===== src/source/m92_pkg.sv =====
/* Shared widths, vector types, download indexes, joystick bit positions,
   the SDRAM channel request struct and the arbiter owner enum */
package m92_pkg;

    ////////////////////////////////////////////////////////////////////////////
    // Vector types
    ////////////////////////////////////////////////////////////////////////////

    // Byte address from the host download stream
    typedef logic [24:0] byte_addr_t;
    // SDRAM addresses 16-bit words, so bit 0 of the byte address is dropped
    typedef logic [23:0] word_addr_t;
    typedef logic [15:0] sdr_word_t;
    // Bit 0 enables the low byte
    typedef logic [1:0]  sdr_be_t;
    typedef logic [7:0]  ioctl_byte_t;
    typedef logic [7:0]  dl_index_t;
    typedef logic [9:0]  player_t;
    typedef logic [15:0] pad_t;

    ////////////////////////////////////////////////////////////////////////////
    // Constants
    ////////////////////////////////////////////////////////////////////////////

    localparam dl_index_t ROM_INDEX = 8'd0;
    localparam dl_index_t DIP_INDEX = 8'd254;

    localparam int DIP_COUNT     = 8;
    // Only the first three DIP bytes go to the board
    localparam int DIP_OUT_BYTES = 3;

    // Joystick bit positions above the ten player bits
    localparam int BTN_START      = 10;
    localparam int BTN_COIN       = 11;
    localparam int BTN_START2_ALT = 12;
    localparam int BTN_PAUSE      = 13;

    // One request on the shared SDRAM channel
    typedef struct packed {
        word_addr_t addr;
        sdr_word_t  din;
        sdr_be_t    be;
        logic       rnw;
        logic       req;
    } sdr_req_t;

    typedef enum logic [1:0] {
        OWN_IDLE,
        OWN_LOADER,
        OWN_CPU
    } arb_owner_t;

endpackage

===== src/source/m92_mem_ctrl.sv =====
/* Memory and control top, ROM loader and CPU on SDRAM channel 3,
   DIP switch capture and merged arcade inputs */
`timescale 1ns/10ps

module m92_mem_ctrl import m92_pkg::*; (
    input  logic                       clk_sys,
    input  logic                       rst,
    // Host download stream
    input  logic                       ioctl_download,
    input  dl_index_t                  ioctl_index,
    input  logic                       ioctl_wr,
    input  byte_addr_t                 ioctl_addr,
    input  ioctl_byte_t                ioctl_dout,
    output logic                       ioctl_wait,
    output logic                       load_busy,
    // CPU ROM port
    input  word_addr_t                 cpu_addr,
    input  logic                       cpu_req,
    output logic                       cpu_rdy,
    output sdr_word_t                  cpu_dout,
    // SDRAM channel 3
    output sdr_req_t                   sdr,
    input  logic                       sdr_rdy,
    input  sdr_word_t                  sdr_dout,
    output logic [DIP_OUT_BYTES*8-1:0] dip_sw,
    // Controls
    input  pad_t                       joy_p1,
    input  pad_t                       joy_p2,
    input  pad_t                       joy_p3,
    input  pad_t                       joy_p4,
    input  pad_t                       key_p1,
    input  pad_t                       key_p2,
    input  pad_t                       key_p3,
    input  pad_t                       key_p4,
    input  logic [3:0]                 key_start,
    input  logic [3:0]                 key_coin,
    input  logic                       key_pause,
    output player_t                    p1_input,
    output player_t                    p2_input,
    output player_t                    p3_input,
    output player_t                    p4_input,
    output logic [3:0]                 start_buttons,
    output logic [3:0]                 coin,
    output logic                       pause_req
);

    sdr_req_t loader_req;
    logic     loader_rdy;
    logic     cpu_req_arb;

    // CPU stays off the channel for the whole ROM load
    assign cpu_req_arb = cpu_req & ~load_busy;
    assign cpu_dout    = sdr_dout;

    rom_word_packer rom_word_packer_inst (
        .clk_sys, .rst,
        .ioctl_download, .ioctl_index, .ioctl_wr, .ioctl_addr, .ioctl_dout,
        .ioctl_wait, .loader_req, .loader_rdy, .load_busy
    );

    sdram_ch3_arbiter sdram_ch3_arbiter_inst (
        .clk_sys, .rst,
        .loader_req, .loader_rdy,
        .cpu_addr, .cpu_req(cpu_req_arb), .cpu_rdy,
        .sdr, .sdr_rdy
    );

    dip_switch_bank dip_switch_bank_inst (
        .clk_sys, .rst,
        .ioctl_wr, .ioctl_index, .ioctl_addr, .ioctl_dout, .dip_sw
    );

    arcade_inputs arcade_inputs_inst (
        .joy_p1, .joy_p2, .joy_p3, .joy_p4,
        .key_p1, .key_p2, .key_p3, .key_p4,
        .key_start, .key_coin, .key_pause,
        .p1_input, .p2_input, .p3_input, .p4_input,
        .start_buttons, .coin, .pause_req
    );

endmodule


===== src/source/arcade_inputs.sv =====
/* Player, start, coin and pause inputs merged from joystick
   and decoded keyboard vectors */
`timescale 1ns/10ps

module arcade_inputs import m92_pkg::*; (
    input  pad_t       joy_p1,
    input  pad_t       joy_p2,
    input  pad_t       joy_p3,
    input  pad_t       joy_p4,
    input  pad_t       key_p1,
    input  pad_t       key_p2,
    input  pad_t       key_p3,
    input  pad_t       key_p4,
    input  logic [3:0] key_start,
    input  logic [3:0] key_coin,
    input  logic       key_pause,
    output player_t    p1_input,
    output player_t    p2_input,
    output player_t    p3_input,
    output player_t    p4_input,
    output logic [3:0] start_buttons,
    output logic [3:0] coin,
    output logic       pause_req
);

    pad_t merged_p1;
    pad_t merged_p2;
    pad_t merged_p3;
    pad_t merged_p4;
    pad_t joy_any;

    assign merged_p1 = joy_p1 | key_p1;
    assign merged_p2 = joy_p2 | key_p2;
    assign merged_p3 = joy_p3 | key_p3;
    assign merged_p4 = joy_p4 | key_p4;

    // Shared buttons respond to any pad
    assign joy_any = joy_p1 | joy_p2 | joy_p3 | joy_p4;

    assign p1_input = merged_p1[9:0];
    assign p2_input = merged_p2[9:0];
    assign p3_input = merged_p3[9:0];
    assign p4_input = merged_p4[9:0];

    assign start_buttons[0] = joy_p1[BTN_START] | key_start[0];
    // Second start also on a dedicated button of any pad
    assign start_buttons[1] = joy_p2[BTN_START] | joy_any[BTN_START2_ALT] | key_start[1];
    assign start_buttons[2] = joy_p3[BTN_START] | key_start[2];
    assign start_buttons[3] = joy_p4[BTN_START] | key_start[3];

    // Single coin slot
    assign coin      = {3'b000, joy_any[BTN_COIN] | (|key_coin)};
    assign pause_req = joy_any[BTN_PAUSE] | key_pause;

endmodule


===== src/source/dip_switch_bank.sv =====
/* DIP switch bytes captured from the download stream */
`timescale 1ns/10ps

module dip_switch_bank import m92_pkg::*; (
    input  logic                       clk_sys,
    input  logic                       rst,
    input  logic                       ioctl_wr,
    input  dl_index_t                  ioctl_index,
    input  byte_addr_t                 ioctl_addr,
    input  ioctl_byte_t                ioctl_dout,
    output logic [DIP_OUT_BYTES*8-1:0] dip_sw
);

    // Switches are active low, all ones means every switch off
    ioctl_byte_t dip_q [DIP_COUNT];

    always_ff @(posedge clk_sys) begin
        if (rst) begin
            for (int i = 0; i < DIP_COUNT; i++) begin
                dip_q[i] <= 8'hff;
            end
        end else if (ioctl_wr && (ioctl_index == DIP_INDEX) &&
                     (ioctl_addr < byte_addr_t'(DIP_COUNT))) begin
            dip_q[ioctl_addr[2:0]] <= ioctl_dout;
        end
    end

    // Upper bytes are kept but the board only reads the low three
    for (genvar g = 0; g < DIP_OUT_BYTES; g++) begin : g_dip_out
        assign dip_sw[g*8 +: 8] = dip_q[g];
    end

endmodule


===== src/source/sdram_ch3_arbiter.sv =====
/* Channel 3 arbiter, shares one SDRAM channel between the ROM loader
   and CPU reads with loader priority */
`timescale 1ns/10ps

module sdram_ch3_arbiter import m92_pkg::*; (
    input  logic       clk_sys,
    input  logic       rst,
    input  sdr_req_t   loader_req,
    output logic       loader_rdy,
    input  word_addr_t cpu_addr,
    input  logic       cpu_req,
    output logic       cpu_rdy,
    output sdr_req_t   sdr,
    input  logic       sdr_rdy
);

    arb_owner_t owner;

    ////////////////////////////////////////////////////////////////////////////
    // Owner FSM
    ////////////////////////////////////////////////////////////////////////////

    always_ff @(posedge clk_sys) begin
        if (rst) begin
            owner <= OWN_IDLE;
        end else begin
            case (owner)
                OWN_IDLE: begin
                    // Loader wins whenever both are asking
                    if (loader_req.req) begin
                        owner <= OWN_LOADER;
                    end else if (cpu_req) begin
                        owner <= OWN_CPU;
                    end
                end
                default: begin
                    if (sdr_rdy) begin
                        owner <= OWN_IDLE;
                    end
                end
            endcase
        end
    end

    // Channel mux, CPU accesses are always word reads
    always_comb begin
        case (owner)
            OWN_LOADER: sdr = loader_req;
            OWN_CPU: begin
                sdr.addr = cpu_addr;
                sdr.din  = '0;
                sdr.be   = 2'b00;
                sdr.rnw  = 1'b1;
                // held until the ready pulse ends the access
                sdr.req  = 1'b1;
            end
            default: sdr = '0;
        endcase
    end

    assign loader_rdy = (owner == OWN_LOADER) && sdr_rdy;
    assign cpu_rdy    = (owner == OWN_CPU) && sdr_rdy;

endmodule


===== src/source/rom_word_packer.sv =====
/* ROM download packer, pairs bytes into 16-bit SDRAM word writes
   and flushes a trailing lone byte at the end of the download */
`timescale 1ns/10ps

module rom_word_packer import m92_pkg::*; (
    input  logic        clk_sys,
    input  logic        rst,
    input  logic        ioctl_download,
    input  dl_index_t   ioctl_index,
    input  logic        ioctl_wr,
    input  byte_addr_t  ioctl_addr,
    input  ioctl_byte_t ioctl_dout,
    output logic        ioctl_wait,
    output sdr_req_t    loader_req,
    input  logic        loader_rdy,
    output logic        load_busy
);

    logic        req_q;
    logic        wait_q;
    logic        lo_valid;
    logic        rom_active;
    ioctl_byte_t lo_byte;
    word_addr_t  lo_addr;
    word_addr_t  addr_q;
    sdr_word_t   din_q;
    sdr_be_t     be_q;
    logic        rom_wr;
    logic        dl_end;

    assign rom_wr = ioctl_wr && ioctl_download && (ioctl_index == ROM_INDEX);
    // Falling edge of a download that carried the ROM image
    assign dl_end = rom_active && !ioctl_download;

    // Active from the first cycle with the ROM index until the download drops
    always_ff @(posedge clk_sys) begin
        if (rst) begin
            rom_active <= 1'b0;
        end else if (!ioctl_download) begin
            rom_active <= 1'b0;
        end else if (ioctl_index == ROM_INDEX) begin
            rom_active <= 1'b1;
        end
    end

    ////////////////////////////////////////////////////////////////////////////
    // Request control
    ////////////////////////////////////////////////////////////////////////////

    always_ff @(posedge clk_sys) begin
        if (rst) begin
            req_q    <= 1'b0;
            wait_q   <= 1'b0;
            lo_valid <= 1'b0;
        end else if (req_q) begin
            // Fields stay frozen until the channel answers
            if (loader_rdy) begin
                req_q  <= 1'b0;
                wait_q <= 1'b0;
            end
        end else if (rom_wr && ioctl_addr[0]) begin
            req_q    <= 1'b1;
            wait_q   <= 1'b1;
            lo_valid <= 1'b0;
        end else if (rom_wr) begin
            lo_valid <= 1'b1;
        end else if (dl_end && lo_valid) begin
            req_q    <= 1'b1;
            lo_valid <= 1'b0;
        end
    end

    // Payload follows the same priority as the control above
    always_ff @(posedge clk_sys) begin
        if (!req_q) begin
            if (rom_wr && ioctl_addr[0]) begin
                addr_q <= ioctl_addr[24:1];
                din_q  <= {ioctl_dout, lo_byte};
                be_q   <= 2'b11;
            end else if (rom_wr) begin
                lo_byte <= ioctl_dout;
                lo_addr <= ioctl_addr[24:1];
            end else if (dl_end && lo_valid) begin
                addr_q <= lo_addr;
                din_q  <= {8'h00, lo_byte};
                be_q   <= 2'b01;
            end
        end
    end

    assign loader_req.addr = addr_q;
    assign loader_req.din  = din_q;
    assign loader_req.be   = be_q;
    assign loader_req.rnw  = 1'b0;
    assign loader_req.req  = req_q;

    assign ioctl_wait = wait_q;
    // Covers the flush write issued after the download has ended
    assign load_busy  = rom_active | req_q;

endmodule


===== config.mk =====
export PLATFORM = sky130hd
export DESIGN_NAME = m92_mem_ctrl
export DESIGN_NICKNAME = d
export VERILOG_FILES = /design/src/source/m92_pkg.sv /design/src/source/m92_mem_ctrl.sv /design/src/source/arcade_inputs.sv /design/src/source/dip_switch_bank.sv /design/src/source/sdram_ch3_arbiter.sv /design/src/source/rom_word_packer.sv
export SDC_FILE = /design/constraint.sdc
export NUM_CORES = 1
export LEC_CHECK = 0
export CELL_PAD_IN_SITES_DETAIL_PLACEMENT = 1
export CELL_PAD_IN_SITES_GLOBAL_PLACEMENT = 1
export CORE_AREA = 2 2 140 142
export CTS_CLUSTER_DIAMETER = 30
export DETAILED_ROUTE_END_ITERATION = 16
export DIE_AREA = 0 0 142 144
export DONT_BUFFER_PORTS = 1
export GPL_ROUTABILITY_DRIVEN = 0
export PLACE_DENSITY_LB_ADDON = 0.1
export RECOVER_POWER = 25
export SLEW_MARGIN = 20
export SYNTH_ARGS = -nofsm -noshare
export SYNTH_HDL_FRONTEND = slang
export SYNTH_HIERARCHICAL = 1
export SYNTH_SLANG_ARGS = --single-unit
export TNS_END_PERCENT = 30

===== constraint.sdc =====
create_clock -name clk_sys -period 4.1 [get_ports clk_sys]
set_input_delay 0.205 -clock clk_sys [delete_from_list [all_inputs] [get_ports clk_sys]]
set_output_delay 0.205 -clock clk_sys [all_outputs]
set_load 0.05 [all_outputs]

### Word-level counts from Yosys, hierarchy flattened

Memory sizes are Yosys's and may differ from the RTL's.
Cells that the tools add are included.

| word-level totals | value |
|---|---|
| bits in registers | 80 |
| bits in writable memories | 64 |
| output and inout port bits | 136 |
| memories kept | 1 |

| cells by class | value |
|---|---|
| order comparisons | 1 |
| equality and inequality tests | 6 |
| multiplexer cells | 32 |
| bitwise logic cells | 20 |
| reduce and logical (&&, ||, !) cells | 24 |

Memories:

| name | words | width | rd ports | clocked after memory_dff | wr ports | RTL line | RTL |
|---|---|---|---|---|---|---|---|
| dip_switch_bank_inst.dip_q | 8 | 8 | 3 | 0 | 8 | dip_switch_bank.sv:15 | `ioctl_byte_t dip_q [DIP_COUNT];` |

Operators with widths:

| kind | number |
|---|---|
| $pmux W44 S2 | 1 |
| $mux W24 | 3 |
| $mux W16 | 3 |
| $or A14 B14 Y14 | 3 |
| $or A10 B10 Y10 | 4 |
| $lt A25 B4 Y1 const B | 1 |
| $mux W1 | 17 |
| $mux W2 | 6 |
| $logic_and A1 B1 Y1 | 9 |
| $eq A8 B8 Y1 const B | 1 |
| $logic_not A8 Y1 | 1 |
| $mux W8 | 1 |
| $or A1 B1 Y1 | 8 |
| $reduce_or A8 Y1 | 1 |
| $reduce_and A2 Y1 | 3 |
| $reduce_and A3 Y1 | 2 |
| $reduce_bool A2 Y1 | 3 |
| $ne A2 B2 Y1 const B | 2 |
| $not A1 Y1 | 4 |
| $reduce_or A4 Y1 | 1 |
| $mux W3 | 1 |
| $ne A3 B3 Y1 const B | 1 |
| $reduce_bool A3 Y1 | 1 |
| $eq A2 B1 Y1 const B | 1 |
| 5 further kinds | 5 |

### Logic depth before layout (Yosys ltp)

Gate-level depths: netlist of run 1.

| logic depth | value |
|---|---|
| word-level depth | 8 |
| depth in mapped cells | 8 |
| depth with buffers taken out | 6 |

### By module

The synthesis of run 1 kept the hierarchy.

By module, submodules not included:

| module | times used | cells each | area each (um^2) |
|---|---|---|---|
| rom_word_packer | 1 | 138 | 2825.2 |
| dip_switch_bank | 1 | 69 | 1106.1 |
| sdram_ch3_arbiter | 1 | 97 | 678.2 |
| arcade_inputs | 1 | 56 | 337.8 |
| m92_mem_ctrl | 1 | 17 | 133.9 |

### Worst setup path after synthesis of run 1

No wires, ideal clock.

| timing | value |
|---|---|
| path kind | input -> register |
| start point | input ioctl_index[7] |
| end point | register rom_word_packer_inst.addr_q[0] (enable) |
| library setup time | 0.383 ns |
| data arrival time | 1.607 ns |
| data required time | 3.717 ns |
| slack | 2.109 ns |
| cell stages on the path | 4 |
| buffers on the path | 0 |
| path through | nor4_4 nand4_4 inv_2 o21ba_2 |

| on the way | value |
|---|---|
| cells in the longest elaborated chain, start to end | 5 |

RTL lines:

| what | RTL line | RTL |
|---|---|---|
| start: declaration | m92_mem_ctrl.sv:10 | `input dl_index_t ioctl_index,` |
| $logic_not A8 Y1 * | rom_word_packer.sv:31 | `assign rom_wr = ioctl_wr && ioctl_download && (ioctl_index == ROM_INDEX);` |
| $logic_and A1 B1 Y1 * | rom_word_packer.sv:31 |  |
| $logic_and A1 B1 Y1 | rom_word_packer.sv:76 | `if (rom_wr && ioctl_addr[0]) begin` |
| $ne A2 B2 Y1 (no line) or $reduce_bool A2 Y1 (tied branches) | - |  |
| $reduce_and A3 Y1 (no line) * | - |  |
| end signal: assignment | rom_word_packer.sv:77 | `addr_q <= ioctl_addr[24:1];` |
| end signal: assignment | rom_word_packer.sv:84 | `addr_q <= lo_addr;` |
| end: declaration | rom_word_packer.sv:25 | `word_addr_t addr_q;` |

Mark *: on every way between the ends. The rest lies on a longest branch, timed or not.
A chain may end at the register's enable or synchronous reset.

==> flow_summary.json, run 1 <==
{
  "postSynthCellCount": 377,
  "power_frac_comb": 0.118,
  "internal_power_w": 0.00169,
  "grt_max_degree": 46,
  "period_share": 0.705,
  "die_w_um": 142,
  "port_buffers": 0,
  "cap_violations": 0,
  "cts_tree": "built",
  "final_util": 0.304,
  "core_area_mm2": 0.0191,
  "layout-drive-gt1-share": 0.140,
  "rrSetupSlack_ns": 2.28,
  "crit_type": "reg2out",
  "clock_path_buffers": 2,
  "max_stage_delay_ns": 0.82,
  "start_util": 0.266,
  "netlist.top_cell.by_area": "edfxtp_1",
  "hold_path_depth": 1,
  "route.detailed.drc": 0,
  "slew-limit-headroom": 0.297,
  "slew_viol_final": 0,
  "setup_viol": 0,
  "yosys_most_used_dff": "edfxtp_1",
  "switching_share": 0.265,
  "powerDensity_mw_per_mm2": 397,
  "area_growth_pct": 14.1,
  "avgRoutedWirePerCell_um": 27.0,
  "synth.most_common_cell": "edfxtp_1",
  "min_period_ns": 2.89,
  "grt_pass1_vias": 3399,
  "overflow": 0,
  "yosysUniqueCellTypes": 41,
  "postCtsSetupBuffers": 0,
  "vias": 3202,
  "io_pins": 360,
  "ys_warn_count": 6,
  "outcome": "finished clean",
  "drt_wl_total_um": 17100,
  "cp-start-kind": "flip-flop",
  "min_path_type": "in2reg",
  "rsz0062_at_grt": "no",
  "vias_per_cell": 5.07,
  "die_area_mm2": 0.0204,
  "cp_num_buf_inv": 2,
  "setup_tns_ns": 0,
  "final_cells": 632,
  "drt_iter0_drc": 124,
  "dpl_worst_slack_ns": 1.54,
  "setup_ws_ns": 1.21,
  "crit_path_top_delay_cell": "nor2b_1",
  "worst_clock_skew_ns": 0.00732,
  "switching_power_w": 0.000610,
  "grt_use_total": 0.159,
  "final_hold_viol_count": 0,
  "clk_root_buffer_cell": "clkbuf_16",
  "final_nets": 617,
  "synthTopCellsByCount": "edfxtp_1 (97), or2_2 (44), nor2b_1 (26)",
  "std_cell_rows": 51,
  "yosysSeqAreaShare": 0.597,
  "grt_pass1_wl_um": 23200,
  "crit_fanout": 15,
  "endpoint_kind": "primary output",
  "whs_ns": 0.0489,
  "pwr-share-clk": 0.358,
  "dr.pass1.iters": 4,
  "cts_sinks": 103,
  "synth_top_area_share": 0.573,
  "cp.required_ns": 3.89,
  "crit_cells": 5,
  "synth_seq_cells": 103,
  "syn_area_per_cell_um2": 13.5,
  "antenna_found_initial": 1,
  "crit_chain": "inv_1 > ha_1 > buf_4 > a22oi_1 > nor2b_1",
  "crit_family": "simple AND/OR/NAND/NOR gates",
  "clk_pin_slew_ns": 0.07,
  "post-place-cells": 583,
  "htreeDepth": 3,
  "ir_drop_uv": 215,
  "worstRegToRegCells": 6,
  "final_antenna_net_count": 0,
  "synth_area_leaders": "edfxtp_1 (57%), or2_2 (5.4%), mux2_1 (4.7%)",
  "fmax_mhz": 346,
  "leakagePower_nw": 1.84,
  "clkLatencyLatePin_ns": 0.34,
  "dp_hpwl_um": 12700,
  "syn_area_mm2": 0.00508,
  "synth_edf_count": 97,
  "async_flop_share": 0,
  "arrival_ns": 2.68,
  "die_h_um": 144,
  "pwr-share-seq": 0.524,
  "worst_slew_pin_slew_ns": 1.05,
  "cts-buffers-inserted": 9
}
-- registers in the layout, summed over array words and instances, names as in the netlist, 2 cells and up --
signal,count
rom_word_packer_inst/addr_q,24
dip_switch_bank_inst/dip_q,24
rom_word_packer_inst/lo_byte,8
rom_word_packer_inst/din_q,16
sdram_ch3_arbiter_inst/owner,2
rom_word_packer_inst/lo_addr,24
-- worst paths after layout --
path | from | end
max | sdram_ch3_arbiter_inst/owner[0] | sdr[35]
min reg2reg | rom_word_packer_inst/lo_byte[3] | rom_word_packer_inst/din_q[3]
max reg2reg | sdram_ch3_arbiter_inst/owner[1] | rom_word_packer_inst/ioctl_wait
min | ioctl_dout[3] | dip_switch_bank_inst/dip_q[2][3]
-- power by group through the flow --
| stage | Combinational (W) | Sequential, W | Clock, W |
|---|---|---|---|
| final | 0.000272 | 0.00121 | 0.000824 |
| after global routing | 0.000287 | 0.00121 | 0.000897 |
| after CTS | 0.000281 | 0.00121 | 0.000865 |
| after detailed placement | 0.000251 | 0.00123 | 0 |
| after global placement | 0.000248 | 0.00123 | 0 |
| after floorplan | 0.000263 | 0.00123 | 0 |
-- placed cells by master, fill, tap and decap left out, drive strengths merged, types with 9 or more instances in the layout --
| cell | n |
|---|---|
| a22oi | 24 |
| and2 | 11 |
| and3 | 18 |
| clkbuf | 10 |
| dlygate4sd3 | 34 |
| edfxtp | 97 |
| mux2 | 26 |
| nand4b | 25 |
| nor2b | 27 |
| nor4 | 9 |
| or2 | 44 |
-- cells by family (layout without fill, tap and decap cells) --
logic type / Yosys count / count (layout) / synth area share
simple gates: 159 / 159 / 0.222
buf+inv: 46 / 60 / 0.0588
compound gates: 37 / 37 / 0.0549
other cells: 3 / 6 / 0.00222
fa+ha+maj: 3 / 3 / 0.00739
mux: 26 / 26 / 0.0576
flops: 103 / 103 / 0.597
-- metrics by stage --
step           area [um2]  power, W
2_1_floorplan        5090   0.00149
3_3_place_gp         5170   0.00148
3_5_place_dp         5170   0.00148
4_1_cts              5790   0.00235
5_1_grt              5800   0.00239
6_report             5800   0.00230
-- routing by layer --
layer | up-vias | track usage | wire, um
li1 | 1429 | - | -
met1 | 1594 | 0.177 | 6560
met2 | 166 | 0.294 | 9080
met3 | 13 | 0.0460 | 1160
met4 | 0 | 0.0495 | 272
met5 | - | 0 | 0
-- area by class of cell --
class / count / area (um2)
fill: 2009 / 13300
sequential: 103 / 3030
multi-input combinational: 230 / 1760
timing repair buffer: 41 / 405
tap: 238 / 298
clock buffer: 10 / 229
clock inverter: 4 / 48.8
inverter: 5 / 18.8
antenna: 1 / 2.50
-- timing repair --
item	in CTS	in global routing
hold endpoints to repair	38	0
resized for setup	0	0
setup endpoints to repair	0	0
hold buffers	34	0
-- worst reg2reg max path: stages, from the launching register on --
cell      delay [ns]
dfxtp_1         0.31
inv_1           0.10
ha_2            0.80
and2_1          0.27
nand2_1         0.06
nand3b_1        0.10
o31ai_1         0.08
(Power assumes the default switching activity.)
==> run 2: changes to the inputs <==
Settings changed: ABC_AREA from default to 1, CORE_AREA 2 2 140 142 to 2 2 141 143, DIE_AREA 0 0 142 144 to 0 0 143 145.
Clock period 4.1 ns to 2.5 ns, I/O delays scaled along.
==> flow_summary.json, run 2 <==
{
  "rsz0062_at_grt": "no",
  "postCtsSetupBuffers": 0,
  "worst_clock_skew_ns": 0.00507,
  "synthTopCellsByCount": "nand2_1 (137), edfxtp_1 (97), nand3_1 (81)",
  "cts-buffers-inserted": 9,
  "yosysSeqAreaShare": 0.568,
  "synth_area_leaders": "edfxtp_1 (55%), nand2_1 (9.6%), nand3_1 (7.6%)",
  "cp.required_ns": 2.38,
  "start_util": 0.278,
  "layout-drive-gt1-share": 0.114,
  "die_h_um": 145,
  "cap_violations": 0,
  "endpoint_kind": "primary output",
  "vias": 3893,
  "io_pins": 360,
  "layout_common_cells": "nand2_1 (137), edfxtp_1 (97), nand3_1 (81), inv_1 (64), nor2_1 (46)",
  "outcome": "finished clean",
  "netlist.top_cell.by_area": "edfxtp_1",
  "avgRoutedWirePerCell_um": 22.1,
  "postSynthCellCount": 558,
  "cts_sinks": 103,
  "arrival_ns": 2.08,
  "grt_pass1_wl_um": 27300,
  "die_w_um": 143,
  "std_cell_rows": 51,
  "fillers": 2206,
  "clk_pin_slew_ns": 0.08,
  "yosys_most_used_dff": "edfxtp_1",
  "async_flop_share": 0,
  "grt_pass1_vias": 4125,
  "final_area_mm2": 0.00625,
  "setup_viol": 0,
  "final_nets": 820,
  "crit_fanout": 51,
  "min_path_type": "in2reg",
  "final_antenna_net_count": 0,
  "dpl_worst_slack_ns": 0.651,
  "dr.pass1.iters": 4,
  "drt_iter0_drc": 178,
  "leakagePower_nw": 2.46,
  "syn_area_per_cell_um2": 9.57,
  "clk_root_buffer_cell": "clkbuf_16",
  "final_common_cell": "nand2_1",
  "min_period_ns": 2.21,
  "period_share": 0.884,
  "dp_hpwl_um": 14900,
  "clkLatencyLatePin_ns": 0.35,
  "vias_per_cell": 4.51,
  "syn_area_mm2": 0.00534,
  "setup_tns_ns": 0,
  "setup_ws_ns": 0.291,
  "synth_edf_count": 97,
  "grt_max_degree": 52,
  "final_util": 0.326,
  "synth_top_area_share": 0.545,
  "slew_viol_final": 0,
  "route.detailed.drc": 0,
  "ir_drop_uv": 309,
  "htreeDepth": 3,
  "overflow": 0,
  "worst_slew_pin_slew_ns": 0.837,
  "antenna_found_initial": 2,
  "cp-start-kind": "flip-flop",
  "area_growth_pct": 17.1,
  "synth_seq_cells": 103,
  "cts_tree": "built",
  "top_regs": "dip_switch_bank_inst/dip_q x24, rom_word_packer_inst/addr_q x24, rom_word_packer_inst/lo_addr x24",
  "postPlaceCellArea_mm2": 0.00555,
  "diodes": 0,
  "grt_use_total": 0.183,
  "yosysUniqueCellTypes": 28,
  "crit_type": "reg2out",
  "synth.most_common_cell": "nand2_1",
  "final_hold_viol_count": 0,
  "port_buffers": 0,
  "powerDensity_mw_per_mm2": 625,
  "slew-limit-headroom": 0.442,
  "clock_path_buffers": 2,
  "ys_warn_count": 6,
  "core_area_mm2": 0.0192,
  "power_w": 0.00391,
  "drt_wl_total_um": 19100,
  "fmax_mhz": 453,
  "die_area_mm2": 0.0207
}
run 2: critical path, cell delays in order, from the launching register on:
cell and delay [ns]:
dfxtp_1 0.37, inv_1 0.08, ha_2 0.34, buf_12 0.24
nand2_8 0.20, nor2_1 0.25, buf_4 0.24
run 2: cell type report:
class / count / area, um2 / area share
Clock buffer: 9 / 225 / 0.0360
Clock inverter: 7 / 103 / 0.0164
Inverter: 66 / 249 / 0.0398
Multi-Input combinational cell: 349 / 1730 / 0.276
Sequential cell: 103 / 3030 / 0.485
Tap cell: 265 / 332 / 0.0530
Timing Repair Buffer: 64 / 586 / 0.0937
run 2: routing by layer:
layer	vias up	GRT usage	part of all wire
met5	-	0	0.0014
met4	4	0.0490	0.016
met3	20	0.0710	0.091
met2	179	0.323	0.51
met1	1842	0.204	0.38
li1	1848	-	-
run 2: where the power goes:
part	leakage, nW	internal, W	total, W	switching, W
Combinational	1.33	0.0000934	0.000412	0.000319
Sequential	0.970	0.00189	0.00198	0.0000840
Clock	0.160	0.000814	0.00152	0.000705
Total	2.46	0.00280	0.00391	0.00111
run 2: cells by family after synthesis:
family,after synthesis,share of synthesized area
flops,103,0.568
other cells,3,0.00211
simple gates,332,0.303
fa+ha+maj,3,0.00703
buf+inv,108,0.111
compound gates,9,0.00890
run 2: path summary, 6_finish.rpt:
check                                  start                          endpoint  slack [ns]  cells past startpoint
max          sdram_ch3_arbiter_inst/owner[0]                           sdr[15]        0.29                      6
min                            ioctl_addr[1]  dip_switch_bank_inst/dip_q[0][1]        0.05                      2
max reg2reg       rom_word_packer_inst/req_q   sdram_ch3_arbiter_inst/owner[1]        0.58                      6
min reg2reg  rom_word_packer_inst/lo_byte[1]     rom_word_packer_inst/din_q[1]        0.42                      0
run 2: stage by stage:
step                hold WS, ns  instances
floorplan                 0.194        560
global placement          0.196        810
detailed placement        0.199        810
CTS                      0.0296        863
global route             0.0451        863
finish                   0.0466        863
run 2: timing repair:
| item | 4_1_cts | 5_1_grt |
|---|---|---|
| hold endpoints to repair | 93 | 0 |
| hold buffers | 37 | 0 |
| gates resized for setup | 0 | 0 |
